===== src/rob_config.svh =====
`ifndef ROB_CONFIG_SVH
`define ROB_CONFIG_SVH

// reorder buffer depth
// kept a power of two so head and tail wrap on their own
`define ROB_SIZE 8

// dispatch and retire slots per cycle
`define ISSUE_WIDTH 2

// result broadcast ports
`define CDB_PORTS 2

// register file sizes
`define PHYS_REGS 64
`define ARCH_REGS 32

// branch queue and store queue depth
`define BRANCH_SLOTS 4
`define SQ_SLOTS 8

// instruction address width
`define PC_WIDTH 32

`endif


===== src/rob_pkg.sv =====
`include "rob_config.svh"

package rob_pkg;

	// physical register tag
	typedef logic [$clog2(`PHYS_REGS)-1:0] phys_tag_t;

	// architectural register index
	typedef logic [$clog2(`ARCH_REGS)-1:0] arch_reg_t;

	// entry index into the buffer
	typedef logic [$clog2(`ROB_SIZE)-1:0] rob_idx_t;

	// occupancy, 0 up to full
	typedef logic [$clog2(`ROB_SIZE+1)-1:0] rob_count_t;

	// branch queue slot
	typedef logic [$clog2(`BRANCH_SLOTS)-1:0] br_slot_t;

	// store queue slot
	typedef logic [$clog2(`SQ_SLOTS)-1:0] sq_slot_t;

	// instruction address
	typedef logic [`PC_WIDTH-1:0] pc_t;

	// one bit per entry
	typedef logic [`ROB_SIZE-1:0] entry_mask_t;

endpackage


===== src/tag_cam.sv =====
`include "rob_config.svh"

module tag_cam (
	// result broadcast ports
	input  logic [`CDB_PORTS-1:0]                 cdb_valid,
	input  rob_pkg::phys_tag_t [`CDB_PORTS-1:0] cdb_tag,
	// destination tag of every entry
	input  rob_pkg::phys_tag_t [`ROB_SIZE-1:0]  entry_t_new,
	// entries named by some valid port
	output rob_pkg::entry_mask_t                  tag_hit
);

	import rob_pkg::*;

	// per port compare result across all entries
	entry_mask_t port_hit [`CDB_PORTS];

	// full compare, every port against every entry
	always_comb begin
		for (int p = 0; p < `CDB_PORTS; p++) begin
			for (int e = 0; e < `ROB_SIZE; e++) begin
				// idle port never hits
				port_hit[p][e] = cdb_valid[p] & (cdb_tag[p] == entry_t_new[e]);
			end
		end
	end

	// or the ports together per entry
	always_comb begin
		tag_hit = '0;
		for (int p = 0; p < `CDB_PORTS; p++) begin
			tag_hit = tag_hit | port_hit[p];
		end
	end

endmodule


===== src/resolve_match.sv =====
`include "rob_config.svh"

module resolve_match (
	// branch resolution, one per cycle
	input  logic                                  br_valid,
	input  rob_pkg::br_slot_t                     br_slot,
	input  rob_pkg::br_slot_t [`ROB_SIZE-1:0]   entry_br_slot,
	// store completion, one per cycle
	input  logic                                  sq_valid,
	input  rob_pkg::sq_slot_t                     sq_slot,
	input  rob_pkg::sq_slot_t [`ROB_SIZE-1:0]   entry_sq_slot,
	// entries named by the resolving slots
	output rob_pkg::entry_mask_t                  br_hit,
	output rob_pkg::entry_mask_t                  sq_hit
);

	import rob_pkg::*;

	// raw slot compares, before the valid strobes
	entry_mask_t br_slot_eq;
	entry_mask_t sq_slot_eq;

	// branch slot compare per entry
	always_comb begin
		for (int e = 0; e < `ROB_SIZE; e++) begin
			br_slot_eq[e] = (entry_br_slot[e] == br_slot);
		end
	end

	// store queue slot compare per entry
	always_comb begin
		for (int e = 0; e < `ROB_SIZE; e++) begin
			sq_slot_eq[e] = (entry_sq_slot[e] == sq_slot);
		end
	end

	// kind of entry is not checked here
	// the buffer picks which vector applies
	assign br_hit = br_slot_eq & {`ROB_SIZE{br_valid}};
	assign sq_hit = sq_slot_eq & {`ROB_SIZE{sq_valid}};

endmodule


===== src/rob.sv =====
`include "rob_config.svh"

module rob (
	input  logic                                  clock,
	input  logic                                  rst_n,
	input  logic                                  flush,
	// dispatch, slot 0 oldest
	input  logic [`ISSUE_WIDTH-1:0]               disp_valid,
	input  rob_pkg::phys_tag_t [`ISSUE_WIDTH-1:0] disp_t_old,
	input  rob_pkg::phys_tag_t [`ISSUE_WIDTH-1:0] disp_t_new,
	input  rob_pkg::arch_reg_t [`ISSUE_WIDTH-1:0] disp_dest,
	input  rob_pkg::pc_t [`ISSUE_WIDTH-1:0]       disp_npc,
	input  logic [`ISSUE_WIDTH-1:0]               disp_halt,
	input  logic [`ISSUE_WIDTH-1:0]               disp_done,
	input  logic [`ISSUE_WIDTH-1:0]               disp_is_branch,
	input  rob_pkg::br_slot_t [`ISSUE_WIDTH-1:0]  disp_br_slot,
	input  logic [`ISSUE_WIDTH-1:0]               disp_is_store,
	input  rob_pkg::sq_slot_t [`ISSUE_WIDTH-1:0]  disp_sq_slot,
	output logic [`ISSUE_WIDTH-1:0]               disp_accept,
	// branch outcome
	input  logic                                  br_taken,
	input  rob_pkg::pc_t                          br_target,
	// matcher results
	input  rob_pkg::entry_mask_t                  tag_hit,
	input  rob_pkg::entry_mask_t                  br_hit,
	input  rob_pkg::entry_mask_t                  sq_hit,
	// entry fields out to the matchers
	output rob_pkg::phys_tag_t [`ROB_SIZE-1:0]    entry_t_new,
	output rob_pkg::br_slot_t [`ROB_SIZE-1:0]     entry_br_slot,
	output rob_pkg::sq_slot_t [`ROB_SIZE-1:0]     entry_sq_slot,
	// retire, slot 0 oldest
	output logic [`ISSUE_WIDTH-1:0]               retire_valid,
	output rob_pkg::phys_tag_t [`ISSUE_WIDTH-1:0] retire_t_old,
	output rob_pkg::phys_tag_t [`ISSUE_WIDTH-1:0] retire_t_new,
	output rob_pkg::arch_reg_t [`ISSUE_WIDTH-1:0] retire_dest,
	output rob_pkg::pc_t [`ISSUE_WIDTH-1:0]       retire_npc,
	output logic [`ISSUE_WIDTH-1:0]               retire_taken,
	output logic [`ISSUE_WIDTH-1:0]               retire_halt,
	output rob_pkg::rob_count_t                   free_count
);

	import rob_pkg::*;

	// control bits per entry
	entry_mask_t busy_q, busy_d;
	entry_mask_t done_q, done_d;
	entry_mask_t is_br_q, is_br_d;
	entry_mask_t is_st_q, is_st_d;
	entry_mask_t taken_q, taken_d;

	// payload per entry
	phys_tag_t [`ROB_SIZE-1:0] t_old_q, t_old_d;
	phys_tag_t [`ROB_SIZE-1:0] t_new_q, t_new_d;
	arch_reg_t [`ROB_SIZE-1:0] dest_q, dest_d;
	pc_t [`ROB_SIZE-1:0]       npc_q, npc_d;
	entry_mask_t               halt_q, halt_d;
	br_slot_t [`ROB_SIZE-1:0]  br_slot_q, br_slot_d;
	sq_slot_t [`ROB_SIZE-1:0]  sq_slot_q, sq_slot_d;

	// pointers and occupancy
	rob_idx_t   head_q, head_d;
	rob_idx_t   tail_q, tail_d;
	rob_count_t count_q, count_d;

	// per entry completion, after kind select
	entry_mask_t hit_sel;

	// retire and dispatch bookkeeping
	rob_idx_t [`ISSUE_WIDTH-1:0] ret_idx;
	rob_idx_t [`ISSUE_WIDTH-1:0] disp_idx;
	rob_count_t                  n_ret;
	rob_count_t                  n_disp;
	logic                        ret_chain;

	// matchers see the registered fields
	assign entry_t_new   = t_new_q;
	assign entry_br_slot = br_slot_q;
	assign entry_sq_slot = sq_slot_q;

	// registered state only, no same cycle retire credit
	assign free_count = rob_count_t'(`ROB_SIZE) - count_q;

	always_comb begin
		// hold by default
		busy_d    = busy_q;
		done_d    = done_q;
		is_br_d   = is_br_q;
		is_st_d   = is_st_q;
		taken_d   = taken_q;
		t_old_d   = t_old_q;
		t_new_d   = t_new_q;
		dest_d    = dest_q;
		npc_d     = npc_q;
		halt_d    = halt_q;
		br_slot_d = br_slot_q;
		sq_slot_d = sq_slot_q;

		// completion, pick the hit vector by entry kind
		for (int e = 0; e < `ROB_SIZE; e++) begin
			if (is_br_q[e]) begin
				hit_sel[e] = br_hit[e];
			end else if (is_st_q[e]) begin
				hit_sel[e] = sq_hit[e];
			end else begin
				hit_sel[e] = tag_hit[e];
			end
			done_d[e] = done_q[e] | (busy_q[e] & hit_sel[e]);
			// taken branch overwrites the fall through pc
			if (busy_q[e] & is_br_q[e] & br_hit[e] & br_taken) begin
				taken_d[e] = 1'b1;
				npc_d[e]   = br_target;
			end
		end

		// in order retire from head, stop at first not done
		// flush blocks all retire this cycle
		ret_chain = ~flush;
		n_ret     = '0;
		for (int k = 0; k < `ISSUE_WIDTH; k++) begin
			ret_idx[k]      = head_q + rob_idx_t'(k);
			retire_valid[k] = ret_chain & busy_q[ret_idx[k]] & done_d[ret_idx[k]];
			ret_chain       = retire_valid[k];
			retire_t_old[k] = t_old_q[ret_idx[k]];
			retire_t_new[k] = t_new_q[ret_idx[k]];
			retire_dest[k]  = dest_q[ret_idx[k]];
			retire_halt[k]  = halt_q[ret_idx[k]];
			// same cycle branch capture shows here
			retire_npc[k]   = npc_d[ret_idx[k]];
			retire_taken[k] = taken_d[ret_idx[k]];
			if (retire_valid[k]) begin
				busy_d[ret_idx[k]] = 1'b0;
				done_d[ret_idx[k]] = 1'b0;
				n_ret = n_ret + rob_count_t'(1);
			end
		end

		// dispatch at consecutive tail positions
		// idle slot skipped, later slot still counts
		n_disp = '0;
		for (int k = 0; k < `ISSUE_WIDTH; k++) begin
			disp_idx[k]    = tail_q + rob_idx_t'(n_disp);
			disp_accept[k] = ~flush & disp_valid[k] & (n_disp < free_count);
			if (disp_accept[k]) begin
				busy_d[disp_idx[k]]    = 1'b1;
				done_d[disp_idx[k]]    = disp_done[k];
				is_br_d[disp_idx[k]]   = disp_is_branch[k];
				is_st_d[disp_idx[k]]   = disp_is_store[k];
				taken_d[disp_idx[k]]   = 1'b0;
				t_old_d[disp_idx[k]]   = disp_t_old[k];
				t_new_d[disp_idx[k]]   = disp_t_new[k];
				dest_d[disp_idx[k]]    = disp_dest[k];
				npc_d[disp_idx[k]]     = disp_npc[k];
				halt_d[disp_idx[k]]    = disp_halt[k];
				br_slot_d[disp_idx[k]] = disp_br_slot[k];
				sq_slot_d[disp_idx[k]] = disp_sq_slot[k];
				n_disp = n_disp + rob_count_t'(1);
			end
		end

		// pointers wrap naturally at depth 8
		head_d  = head_q + rob_idx_t'(n_ret);
		tail_d  = tail_q + rob_idx_t'(n_disp);
		count_d = count_q + n_disp - n_ret;

		// mispredict recovery empties the buffer
		if (flush) begin
			busy_d  = '0;
			done_d  = '0;
			is_br_d = '0;
			is_st_d = '0;
			taken_d = '0;
			head_d  = '0;
			tail_d  = '0;
			count_d = '0;
		end
	end

	// control state
	always_ff @(posedge clock or negedge rst_n) begin
		if (!rst_n) begin
			busy_q  <= '0;
			done_q  <= '0;
			is_br_q <= '0;
			is_st_q <= '0;
			taken_q <= '0;
			head_q  <= '0;
			tail_q  <= '0;
			count_q <= '0;
		end else begin
			busy_q  <= busy_d;
			done_q  <= done_d;
			is_br_q <= is_br_d;
			is_st_q <= is_st_d;
			taken_q <= taken_d;
			head_q  <= head_d;
			tail_q  <= tail_d;
			count_q <= count_d;
		end
	end

	// payload fields per entry
	always_ff @(posedge clock) begin
		t_old_q   <= t_old_d;
		t_new_q   <= t_new_d;
		dest_q    <= dest_d;
		npc_q     <= npc_d;
		halt_q    <= halt_d;
		br_slot_q <= br_slot_d;
		sq_slot_q <= sq_slot_d;
	end

endmodule


===== src/rob_top.sv =====
`include "rob_config.svh"

module rob_top (
	input  logic                                  clock,
	input  logic                                  rst_n,
	input  logic                                  flush,
	// dispatch
	input  logic [`ISSUE_WIDTH-1:0]               disp_valid,
	input  rob_pkg::phys_tag_t [`ISSUE_WIDTH-1:0] disp_t_old,
	input  rob_pkg::phys_tag_t [`ISSUE_WIDTH-1:0] disp_t_new,
	input  rob_pkg::arch_reg_t [`ISSUE_WIDTH-1:0] disp_dest,
	input  rob_pkg::pc_t [`ISSUE_WIDTH-1:0]       disp_npc,
	input  logic [`ISSUE_WIDTH-1:0]               disp_halt,
	input  logic [`ISSUE_WIDTH-1:0]               disp_done,
	input  logic [`ISSUE_WIDTH-1:0]               disp_is_branch,
	input  rob_pkg::br_slot_t [`ISSUE_WIDTH-1:0]  disp_br_slot,
	input  logic [`ISSUE_WIDTH-1:0]               disp_is_store,
	input  rob_pkg::sq_slot_t [`ISSUE_WIDTH-1:0]  disp_sq_slot,
	output logic [`ISSUE_WIDTH-1:0]               disp_accept,
	// result broadcast
	input  logic [`CDB_PORTS-1:0]                 cdb_valid,
	input  rob_pkg::phys_tag_t [`CDB_PORTS-1:0]   cdb_tag,
	// branch resolution
	input  logic                                  br_valid,
	input  rob_pkg::br_slot_t                     br_slot,
	input  logic                                  br_taken,
	input  rob_pkg::pc_t                          br_target,
	// store completion
	input  logic                                  sq_valid,
	input  rob_pkg::sq_slot_t                     sq_slot,
	// retire
	output logic [`ISSUE_WIDTH-1:0]               retire_valid,
	output rob_pkg::phys_tag_t [`ISSUE_WIDTH-1:0] retire_t_old,
	output rob_pkg::phys_tag_t [`ISSUE_WIDTH-1:0] retire_t_new,
	output rob_pkg::arch_reg_t [`ISSUE_WIDTH-1:0] retire_dest,
	output rob_pkg::pc_t [`ISSUE_WIDTH-1:0]       retire_npc,
	output logic [`ISSUE_WIDTH-1:0]               retire_taken,
	output logic [`ISSUE_WIDTH-1:0]               retire_halt,
	output rob_pkg::rob_count_t                   free_count
);

	import rob_pkg::*;

	// match vectors into the buffer
	entry_mask_t tag_hit;
	entry_mask_t br_hit;
	entry_mask_t sq_hit;

	// entry fields out of the buffer
	phys_tag_t [`ROB_SIZE-1:0] entry_t_new;
	br_slot_t [`ROB_SIZE-1:0]  entry_br_slot;
	sq_slot_t [`ROB_SIZE-1:0]  entry_sq_slot;

	// broadcast tags against every entry
	tag_cam u_tag_cam (
		.cdb_valid   (cdb_valid),
		.cdb_tag     (cdb_tag),
		.entry_t_new (entry_t_new),
		.tag_hit     (tag_hit)
	);

	// branch and store slots against every entry
	resolve_match u_resolve_match (
		.br_valid      (br_valid),
		.br_slot       (br_slot),
		.entry_br_slot (entry_br_slot),
		.sq_valid      (sq_valid),
		.sq_slot       (sq_slot),
		.entry_sq_slot (entry_sq_slot),
		.br_hit        (br_hit),
		.sq_hit        (sq_hit)
	);

	// buffer combines the hits per entry kind
	rob u_rob (
		.clock          (clock),
		.rst_n          (rst_n),
		.flush          (flush),
		.disp_valid     (disp_valid),
		.disp_t_old     (disp_t_old),
		.disp_t_new     (disp_t_new),
		.disp_dest      (disp_dest),
		.disp_npc       (disp_npc),
		.disp_halt      (disp_halt),
		.disp_done      (disp_done),
		.disp_is_branch (disp_is_branch),
		.disp_br_slot   (disp_br_slot),
		.disp_is_store  (disp_is_store),
		.disp_sq_slot   (disp_sq_slot),
		.disp_accept    (disp_accept),
		.br_taken       (br_taken),
		.br_target      (br_target),
		.tag_hit        (tag_hit),
		.br_hit         (br_hit),
		.sq_hit         (sq_hit),
		.entry_t_new    (entry_t_new),
		.entry_br_slot  (entry_br_slot),
		.entry_sq_slot  (entry_sq_slot),
		.retire_valid   (retire_valid),
		.retire_t_old   (retire_t_old),
		.retire_t_new   (retire_t_new),
		.retire_dest    (retire_dest),
		.retire_npc     (retire_npc),
		.retire_taken   (retire_taken),
		.retire_halt    (retire_halt),
		.free_count     (free_count)
	);

endmodule


===== config.mk =====
export PLATFORM = sky130hd
export DESIGN_NAME = rob_top
export DESIGN_NICKNAME = d
export VERILOG_FILES = /design/src/rob_pkg.sv /design/src/tag_cam.sv /design/src/resolve_match.sv /design/src/rob.sv /design/src/rob_top.sv
export VERILOG_INCLUDE_DIRS = /design/src
export SDC_FILE = /design/constraint.sdc
export NUM_CORES = 2
export LEC_CHECK = 0
export BUFFER_PORTS_ARGS = -buffer_cell sky130_fd_sc_hd__clkbuf_2
export CAP_MARGIN = 20
export CORE_MARGIN = 2
export CORE_UTILIZATION = 40
export CTS_CLUSTER_SIZE = 30
export DETAILED_ROUTE_END_ITERATION = 6
export PLACE_DENSITY = 0.57
export SETUP_SLACK_MARGIN = 0.02
export SYNTH_ARGS = -nofsm -noshare
export SYNTH_HDL_FRONTEND = slang
export SYNTH_SLANG_ARGS = --single-unit

===== constraint.sdc =====
create_clock -name clock -period 3.7 [get_ports clock]
set_clock_uncertainty 0.2 [all_clocks]
set_input_delay 0 -clock clock [delete_from_list [all_inputs] [get_ports clock]]
set_output_delay 0 -clock clock [all_outputs]
set_load 0.1 [all_outputs]

Word-level counts from Yosys, hierarchy flattened
Cells that the tools add are included.
{"block": "totals", "regBits": 490, "input_bits": 175, "word_cells": 344}
{"block": "classes", "n_addsub": 9, "magnitude_cmp": 10, "n_eq_ne": 32, "muxes": 152, "n_bitwise": 80, "reduce_logical": 4}
{"cell": "$bwmux W256", "count": 2}
{"cell": "$mux W256", "count": 2}
{"cell": "$mux W32", "count": 12}
{"cell": "$bmux W32 S3", "count": 2}
{"cell": "$bwmux W48", "count": 4}
{"cell": "$demux W32 S3", "count": 2}
{"cell": "$mux W48", "count": 4}
{"cell": "$mux W8", "count": 21}
{"cell": "$eq A6 B6 Y1", "count": 16}
{"cell": "$bwmux W40", "count": 2}
{"cell": "$mux W40", "count": 2}
{"cell": "$bmux W6 S3", "count": 4}
{"cell": "$and A8 B8 Y8", "count": 8}
{"cell": "$bwmux W8", "count": 8}
{"cell": "$and A1 B1 Y1", "count": 56}
{"cell": "$bwmux W24", "count": 2}
{"cell": "$mux W24", "count": 2}
{"cell": "$mux W1", "count": 38}
{"cell": "$demux W6 S3", "count": 2}
{"cell": "$mux W6", "count": 6}
{"cell": "$bwmux W16", "count": 2}
{"cell": "$mux W16", "count": 2}
{"cell": "$not A8 Y8", "count": 4}
{"cell": "$bmux W5 S3", "count": 2}
{"cell": "26 further kinds", "count": 82}

Longest topological paths before layout
{"block": "logic_depth", "ltp_word": 20, "depth_mapped": 18}

By module
A second synthesis with hierarchy kept.
{"block": "unflattened", "hier_cells": 3905, "area_unflattened_um2": 29913.7}
{"mod": "rob", "n_inst": 1, "cells_per_inst": 3694, "area_per_inst_um2": 28165.8, "seq_area_each_um2": 10059.6}
{"mod": "tag_cam", "n_inst": 1, "cells_per_inst": 150, "area_per_inst_um2": 1221.2, "seq_area_each_um2": 0.0}
{"mod": "resolve_match", "n_inst": 1, "cells_per_inst": 61, "area_per_inst_um2": 526.8, "seq_area_each_um2": 0.0}

Worst setup path before layout
No wires, ideal clock.
{"block": "synth_path", "kind": "flip-flop to flip-flop", "start": "register u_rob.count_q[0]", "end": "register u_rob.count_q[3]", "setup_ps": 132, "arrival_time_ps": 5004, "required_ps": 3368, "slack_ps": -1635, "path_stages_with_launch": 16, "n_path_buf": 0, "cell_sequence": "dfrtp_1 inv_1 ha_1 xnor2_1 nor2_1 o211ai_1 and3b_1 ha_1 inv_1 fa_1 inv_1 ha_1 a21o_1 a21oi_1 xnor2_1 nor2_1"}
{"block": "synth_via", "elab_chain_len": 10, "elab_cells_between_ends": 11, "cone_classes": "4 x add/sub; 2 x order compare; 3 x mux; 2 x bitwise"}
{"element": "from (decl)", "line": "rob.sv:63", "source": "rob_count_t count_q, count_d;"}
{"element": "from (signal assigned)", "line": "rob.sv:197", "source": "count_q <= count_d;"}
{"element": "$sub A4 B4 Y4 *", "line": "rob.sv:81", "source": "assign free_count = rob_count_t'(`ROB_SIZE) - count_q;"}
{"element": "named net free_count[2]", "line": "rob_top.sv:39", "source": "output rob_pkg::rob_count_t free_count"}
{"element": "$lt A1 B4 Y1", "line": "rob.sv:142", "source": "disp_accept[k] = ~flush & disp_valid[k] & (n_disp < free_count);"}
{"element": "$and A1 B1 Y1", "line": "rob.sv:142"}
{"element": "$mux W1", "line": "rob.sv:143", "source": "if (disp_accept[k]) begin"}
{"element": "$lt A1 B4 Y1 *", "line": "rob.sv:142"}
{"element": "$and A1 B1 Y1 *", "line": "rob.sv:142"}
{"element": "named net disp_accept[1]", "line": "rob_top.sv:19", "source": "output logic [`ISSUE_WIDTH-1:0] disp_accept,"}
{"element": "$mux W4 *", "line": "rob.sv:143"}
{"element": "$add A4 B4 Y4 *", "line": "rob.sv:163", "source": "count_d = count_q + n_disp - n_ret;"}
{"element": "$sub A4 B4 Y4 *", "line": "rob.sv:163"}
{"element": "$mux W4 *", "line": "rob.sv:166", "source": "if (flush) begin"}
{"element": "named net u_rob.count_d[3]", "line": "rob.sv:63"}
Mark *: on every way through the listed nets, which the timed path passes. The rest lies on a longest branch.

Final worst setup path
{"block": "layout_path", "start": "register u_rob.sq_slot_q (netlist bit u_rob.entry_sq_slot[19])", "end": "register u_rob.count_q[3]"}
{"block": "layout_via", "elab_chain_len": 16, "elab_cells_between_ends": 20, "cone_classes": "2 x add/sub; 1 x eq/ne; 10 x mux; 7 x bitwise"}
{"element": "from (decl)", "line": "rob.sv:58", "source": "sq_slot_t [`ROB_SIZE-1:0] sq_slot_q, sq_slot_d;"}
{"element": "from (signal assigned)", "line": "rob.sv:209", "source": "sq_slot_q <= sq_slot_d;"}
{"element": "$eq A3 B3 Y1 *", "line": "resolve_match.sv:33", "source": "sq_slot_eq[e] = (entry_sq_slot[e] == sq_slot);"}
{"element": "$and A8 B8 Y8 *", "line": "resolve_match.sv:40", "source": "assign sq_hit = sq_slot_eq & {`ROB_SIZE{sq_valid}};"}
{"element": "$mux W1 *", "line": "rob.sv:102", "source": "end else if (is_st_q[e]) begin"}
{"element": "$mux W1 *", "line": "rob.sv:100", "source": "if (is_br_q[e]) begin"}
{"element": "$and A1 B1 Y1 *", "line": "rob.sv:107", "source": "done_d[e] = done_q[e] | (busy_q[e] & hit_sel[e]);"}
{"element": "$or A1 B1 Y1 *", "line": "rob.sv:107"}
{"element": "$bmux W1 S3", "line": "rob.sv:121", "source": "retire_valid[k] = ret_chain & busy_q[ret_idx[k]] & done_d[ret_idx[k]];"}
{"element": "$mux W1 (implied by the code)", "line": "rob.sv:121"}
{"element": "$and A1 B1 Y1", "line": "rob.sv:121"}
{"element": "$mux W8", "line": "rob.sv:130", "source": "if (retire_valid[k]) begin"}
{"element": "$bmux W1 S3", "line": "rob.sv:121"}
{"element": "$mux W1 (implied by the code)", "line": "rob.sv:121"}
{"element": "$and A1 B1 Y1", "line": "rob.sv:121"}
{"element": "$mux W4 *", "line": "rob.sv:130"}
{"element": "$sub A4 B4 Y4 *", "line": "rob.sv:163"}
{"element": "$mux W4 *", "line": "rob.sv:166"}
{"element": "named net u_rob.count_d[3]", "line": "rob.sv:63"}
Mark *: on every way through the listed nets, which the timed path passes. The rest lies on a longest branch. The select of a mux whose other input is x is not followed.

==> run summary <==
For the wire length of the first global-routing pass, the log shows 208 mm. After detailed routing, the average wire length per cell comes to 25.6 µm. For the worst-skew pair, the clock arrives at the later sink with an insertion delay of 0.66 ns.

Via-per-instance ratio: 6.07. The routed design has 144 mm of wire. Summed over all cells, the static leakage comes to 18.7 nW.

The number of placement rows is 100, and the via total after detailed routing is 34000. The worst-case IR drop observed on VDD is 1.00 mV. The weighted congestion reported at the end of routability-driven placement came out at 0.956. The count of nets left with antenna violations once routing finished came out at 0.

After synthesis, the largest family of logic cells by area is compound AO/OA/AOI/OAI gates. The layout filler cell count is 7126, and the fraction of layout cells with a size suffix above 1 is 0.192. The H-tree generated during clock tree synthesis spans 2 levels. The die covers 77600 µm². At the pin with the least slew margin, the transition time is 0.842 ns. Port buffering added 284 buffers. For the area of the multi-input gates, the log shows 18600 µm².

The final critical path time including I/O delays and setup is 3.95 ns, and the final sum of negative setup slack is -0.706 ns. In this run the standard cell core region covers 74600 µm². The register bit total from synthesis works out to 490.

The simple logic cell fraction of the synthesized area came out at 0.211. The number of buffers and inverters on the critical path came out at 2. The violation count after the first detailed-route iteration was 4657.

The logs give 6 for the initial antenna violation count and 0 for the final number of max-transition violations. The category of the most critical setup path was reg2reg. The library cell used most frequently in the layout, excluding fill and tap cells, is sky130_fd_sc_hd__nand2_1. Data on the critical path is required at its endpoint by 4.00 ns. The tools report the setup-violating endpoint count in the final report as 4. The synthesized-area fraction occupied by xor and xnor cells is 0.0426. Leaving out fill and tap cells, the most frequent cells in the layout are sky130_fd_sc_hd__nand2_1 (746), sky130_fd_sc_hd__nor2_1 (553), sky130_fd_sc_hd__dfxtp_1 (425), sky130_fd_sc_hd__buf_4 (295), sky130_fd_sc_hd__a21oi_1 (282).

The leftover overflow at the end of global routing was 0; the post-route clock period utilization was 1.07. Timing analysis after detailed placement gives a worst setup slack of -0.391 ns. The fraction of the mapped netlist area in compound gates came out at 0.233. The tools report the total clock buffers created by CTS as 60.

Setup repair after global routing could not meet its margin everywhere. The cell family contributing the most delay on the critical path is compound AO/OA/AOI/OAI gates. The min-delay analysis places its worst path in the category in2reg.

The max-capacitance violation count came out at 0. The die is 279 µm wide. The post-synthesis async set-or-reset flop share was 0.102; the pin count of the biggest net entering global routing was 89.

The tools report the via count of the first global-routing pass as 31800. Static timing analysis puts the maximum clock frequency at 253 MHz. The count of endpoints failing hold in the final timing report is 0. The signal on the critical path passes through xor2_1 > o41a_1 > o31ai_1 > o21a_1 > o221ai_2 > a221oi_2 > buf_4 > nand4b_4 > a21oi_4 > ha_4 > fa_1 > inv_1 > ha_1 > a21o_1 > a21oi_2 > xnor2_1 > nor2_1.

The nature of the critical path startpoint was a flip-flop. Relative to the synthesized area, the layout overhead comes to 32.5%. The synthesized netlist occupies a cell area of 30200 µm². Number of distinct library cell variants in the gate-level netlist after synthesis: 79. Data on the critical path arrives at its endpoint at 4.25 ns.

The maximum fanout count along the critical path works out to 2. In the final design database the tool counted 4772 nets. In this run the vertical extent of the chip is 279 µm. For this run, design rule violations remaining after detail routing come to 0. The slowest stage of the critical path is the sky130_fd_sc_hd__o41a_1 cell. The count of TritonRoute iterations in the first routing pass was 7; the maximum buffer depth of the clock tree was 3.

The nature of the critical path endpoint was a flip-flop. The initial cell density of the core is 0.404, and the sequential-to-total area share from yosys stat is 0.334. In this run the count of I/O pins placed on the die edge is 285.

The final reports fail on negative setup slack. All-layer global routing usage: 0.352. In this run the power density over the cells is 794 nW/µm². The most used flip-flop cell after synthesis is sky130_fd_sc_hd__dfxtp_1.

Counting every net in the synthesized netlist gives 4312. The setup slack of the critical path after layout is -0.250 ns, and the largest incremental delay on the critical path is 0.51 ns. The tightest slew margin relative to the limit came out at 0.439.

The root buffer cell chosen for the clock tree is sky130_fd_sc_hd__clkbuf_16. The yosys synthesis warning count was 0; the mean cell area of the mapped netlist was 7.32 µm². The total clock sinks was 490; the final HPWL from detailed placement was 89.3 mm.

The run gives 10100 µm² as the area of all sequential standard cells. In this run, synthesis inferred 0 flip-flops with an integrated enable. The adder-cell share of the synthesized area is 0.00763, and the number of instances in the synthesized netlist is 4121.

TritonCTS built the clock tree. The clock-pin transition on the worst setup and hold timing paths is 0.06 ns, and the share of cell area taken by muxes after synthesis is 0.0997. The flow ran to the end, but the final reports show violations. The tools report the post-route total power as 0.0317 W.
[layout make-up]
class | count | area share
multi-input combinational | 3161 | 0.466
sequential | 490 | 0.252
timing repair buffer | 846 | 0.199
clock buffer | 90 | 0.0439
tap | 969 | 0.0303
clock inverter | 23 | 0.00632
inverter | 22 | 0.00207
antenna | 5 | 0.000313
[synthesized netlist by cell type (all sizes together) (7+ instances only)]
| library cell | instances | area [µm²] |
|---|---|---|
| nand3b | 10 | 75.1 |
| o22ai | 243 | 1520 |
| dfxtp | 440 | 8810 |
| buf | 226 | 1240 |
| mux4 | 14 | 315 |
| nand3 | 43 | 235 |
| mux2i | 260 | 2600 |
| xnor2 | 67 | 587 |
| xor2 | 79 | 699 |
| mux2 | 8 | 90.1 |
| or4 | 25 | 188 |
| or3 | 7 | 43.8 |
| ha | 12 | 150 |
| nor2 | 555 | 2080 |
| o221ai | 10 | 100 |
| a221oi | 8 | 70.1 |
| nor3 | 37 | 195 |
| a31oi | 192 | 1200 |
| dfrtp | 50 | 1250 |
| o211ai | 9 | 82.6 |
| nor3b | 9 | 82.6 |
| o21ai | 263 | 1320 |
| clkbuf | 225 | 845 |
| nand2 | 767 | 2890 |
| nand4 | 40 | 250 |
| a311oi | 21 | 184 |
| inv | 20 | 75.1 |
| a21oi | 285 | 1430 |
| a22oi | 106 | 796 |
| nor4 | 14 | 93.8 |
| nor2b | 13 | 81.3 |
[power by group]
part           leakage (nW)  switching [W]  internal (W)  total (W)
logic                  13.4         0.0111       0.00617     0.0173
registers              4.33        0.00105       0.00728    0.00832
clock network         0.999        0.00258       0.00355    0.00613
total                  18.7         0.0147        0.0170     0.0317
[worst paths after layout]
| path | depth (start not counted) | to | from | slack [ns] |
|---|---|---|---|---|
| worst min register to register | 2 | u_rob.entry_sq_slot[13]$_DFF_P_ | u_rob.entry_sq_slot[13]$_DFF_P_ | 0.29 |
| min in group asynchronous | 4 | u_rob.done_q[6]$_DFF_PN0_ | rst_n | 0.31 |
| max in group asynchronous | 4 | u_rob.head_q[0]$_DFF_PN0_ | rst_n | 2.71 |
| worst max-delay path | 17 | u_rob.count_q[3]$_DFF_PN0_ | u_rob.entry_sq_slot[19]$_DFF_P_ | -0.25 |
| worst min-delay path | 5 | u_rob.taken_q[6]$_DFF_PN0_ | br_slot[0] | 0.04 |
| worst max register to register | 17 | u_rob.count_q[3]$_DFF_PN0_ | u_rob.entry_sq_slot[19]$_DFF_P_ | -0.25 |
[stage by stage]
stage,instance area [µm²],utilization,std cells,hold WS (ns)
floorplan,30300,-,4121,-0.496
global placement,35200,0.472,5252,-0.00488
detailed placement,35200,0.472,5252,-0.00768
CTS,39500,0.530,5582,0.00387
global route,40000,0.536,5603,0.0874
finish,40000,0.536,5606,0.0400
[repair_timing]
item | in CTS | in global routing
cloned | 0 | 4
pin swaps | 13 | 17
hold buffers | 215 | 0
setup buffers | 2 | 15
hold endpoints to repair | 538 | 0
resized for setup | 27 | 60
setup endpoints to repair | 55 | 68
[metal layers]
metal | share of wire | track usage
met1 | 0.41 | 0.477
met2 | 0.43 | 0.538
met3 | 0.12 | 0.0746
met4 | 0.051 | 0.158
met5 | 0.00095 | 0
[tightest hold or removal path, cell delays in order]
cell,delay [ns]
sky130_fd_sc_hd__clkbuf_2,0.14
sky130_fd_sc_hd__xor2_1,0.23
sky130_fd_sc_hd__nor3_1,0.14
sky130_fd_sc_hd__a21oi_1,0.27
sky130_fd_sc_hd__nor4_1,0.08
[sequential cells by signal, summed over array words and instances (netlist names)]
name,flops
u_rob.is_st_q,8
u_rob.npc_q,256
u_rob.busy_q,8
u_rob.entry_br_slot,16
u_rob.count_q,4
u_rob.taken_q,8
u_rob.entry_t_new,48
u_rob.entry_sq_slot,24
u_rob.dest_q,40
u_rob.tail_q,3
u_rob.t_old_q,48
u_rob.done_q,8
u_rob.is_br_q,8
u_rob.halt_q,8
u_rob.head_q,3
[cells by family (layout without fill, tap and decap cells)]
logic type               after synthesis  after routing
AO/OA/AOI/OAI                       1174           1174
XOR/XNOR                             146            146
adder cells (fa/ha/maj)               16             16
buffers and inverters                473            981
flip-flops                           490            490
multiplexers                         282            282
other                                  0              5
AND/OR/NAND/NOR                     1540           1543
Power figures use the tool's default switching activity.
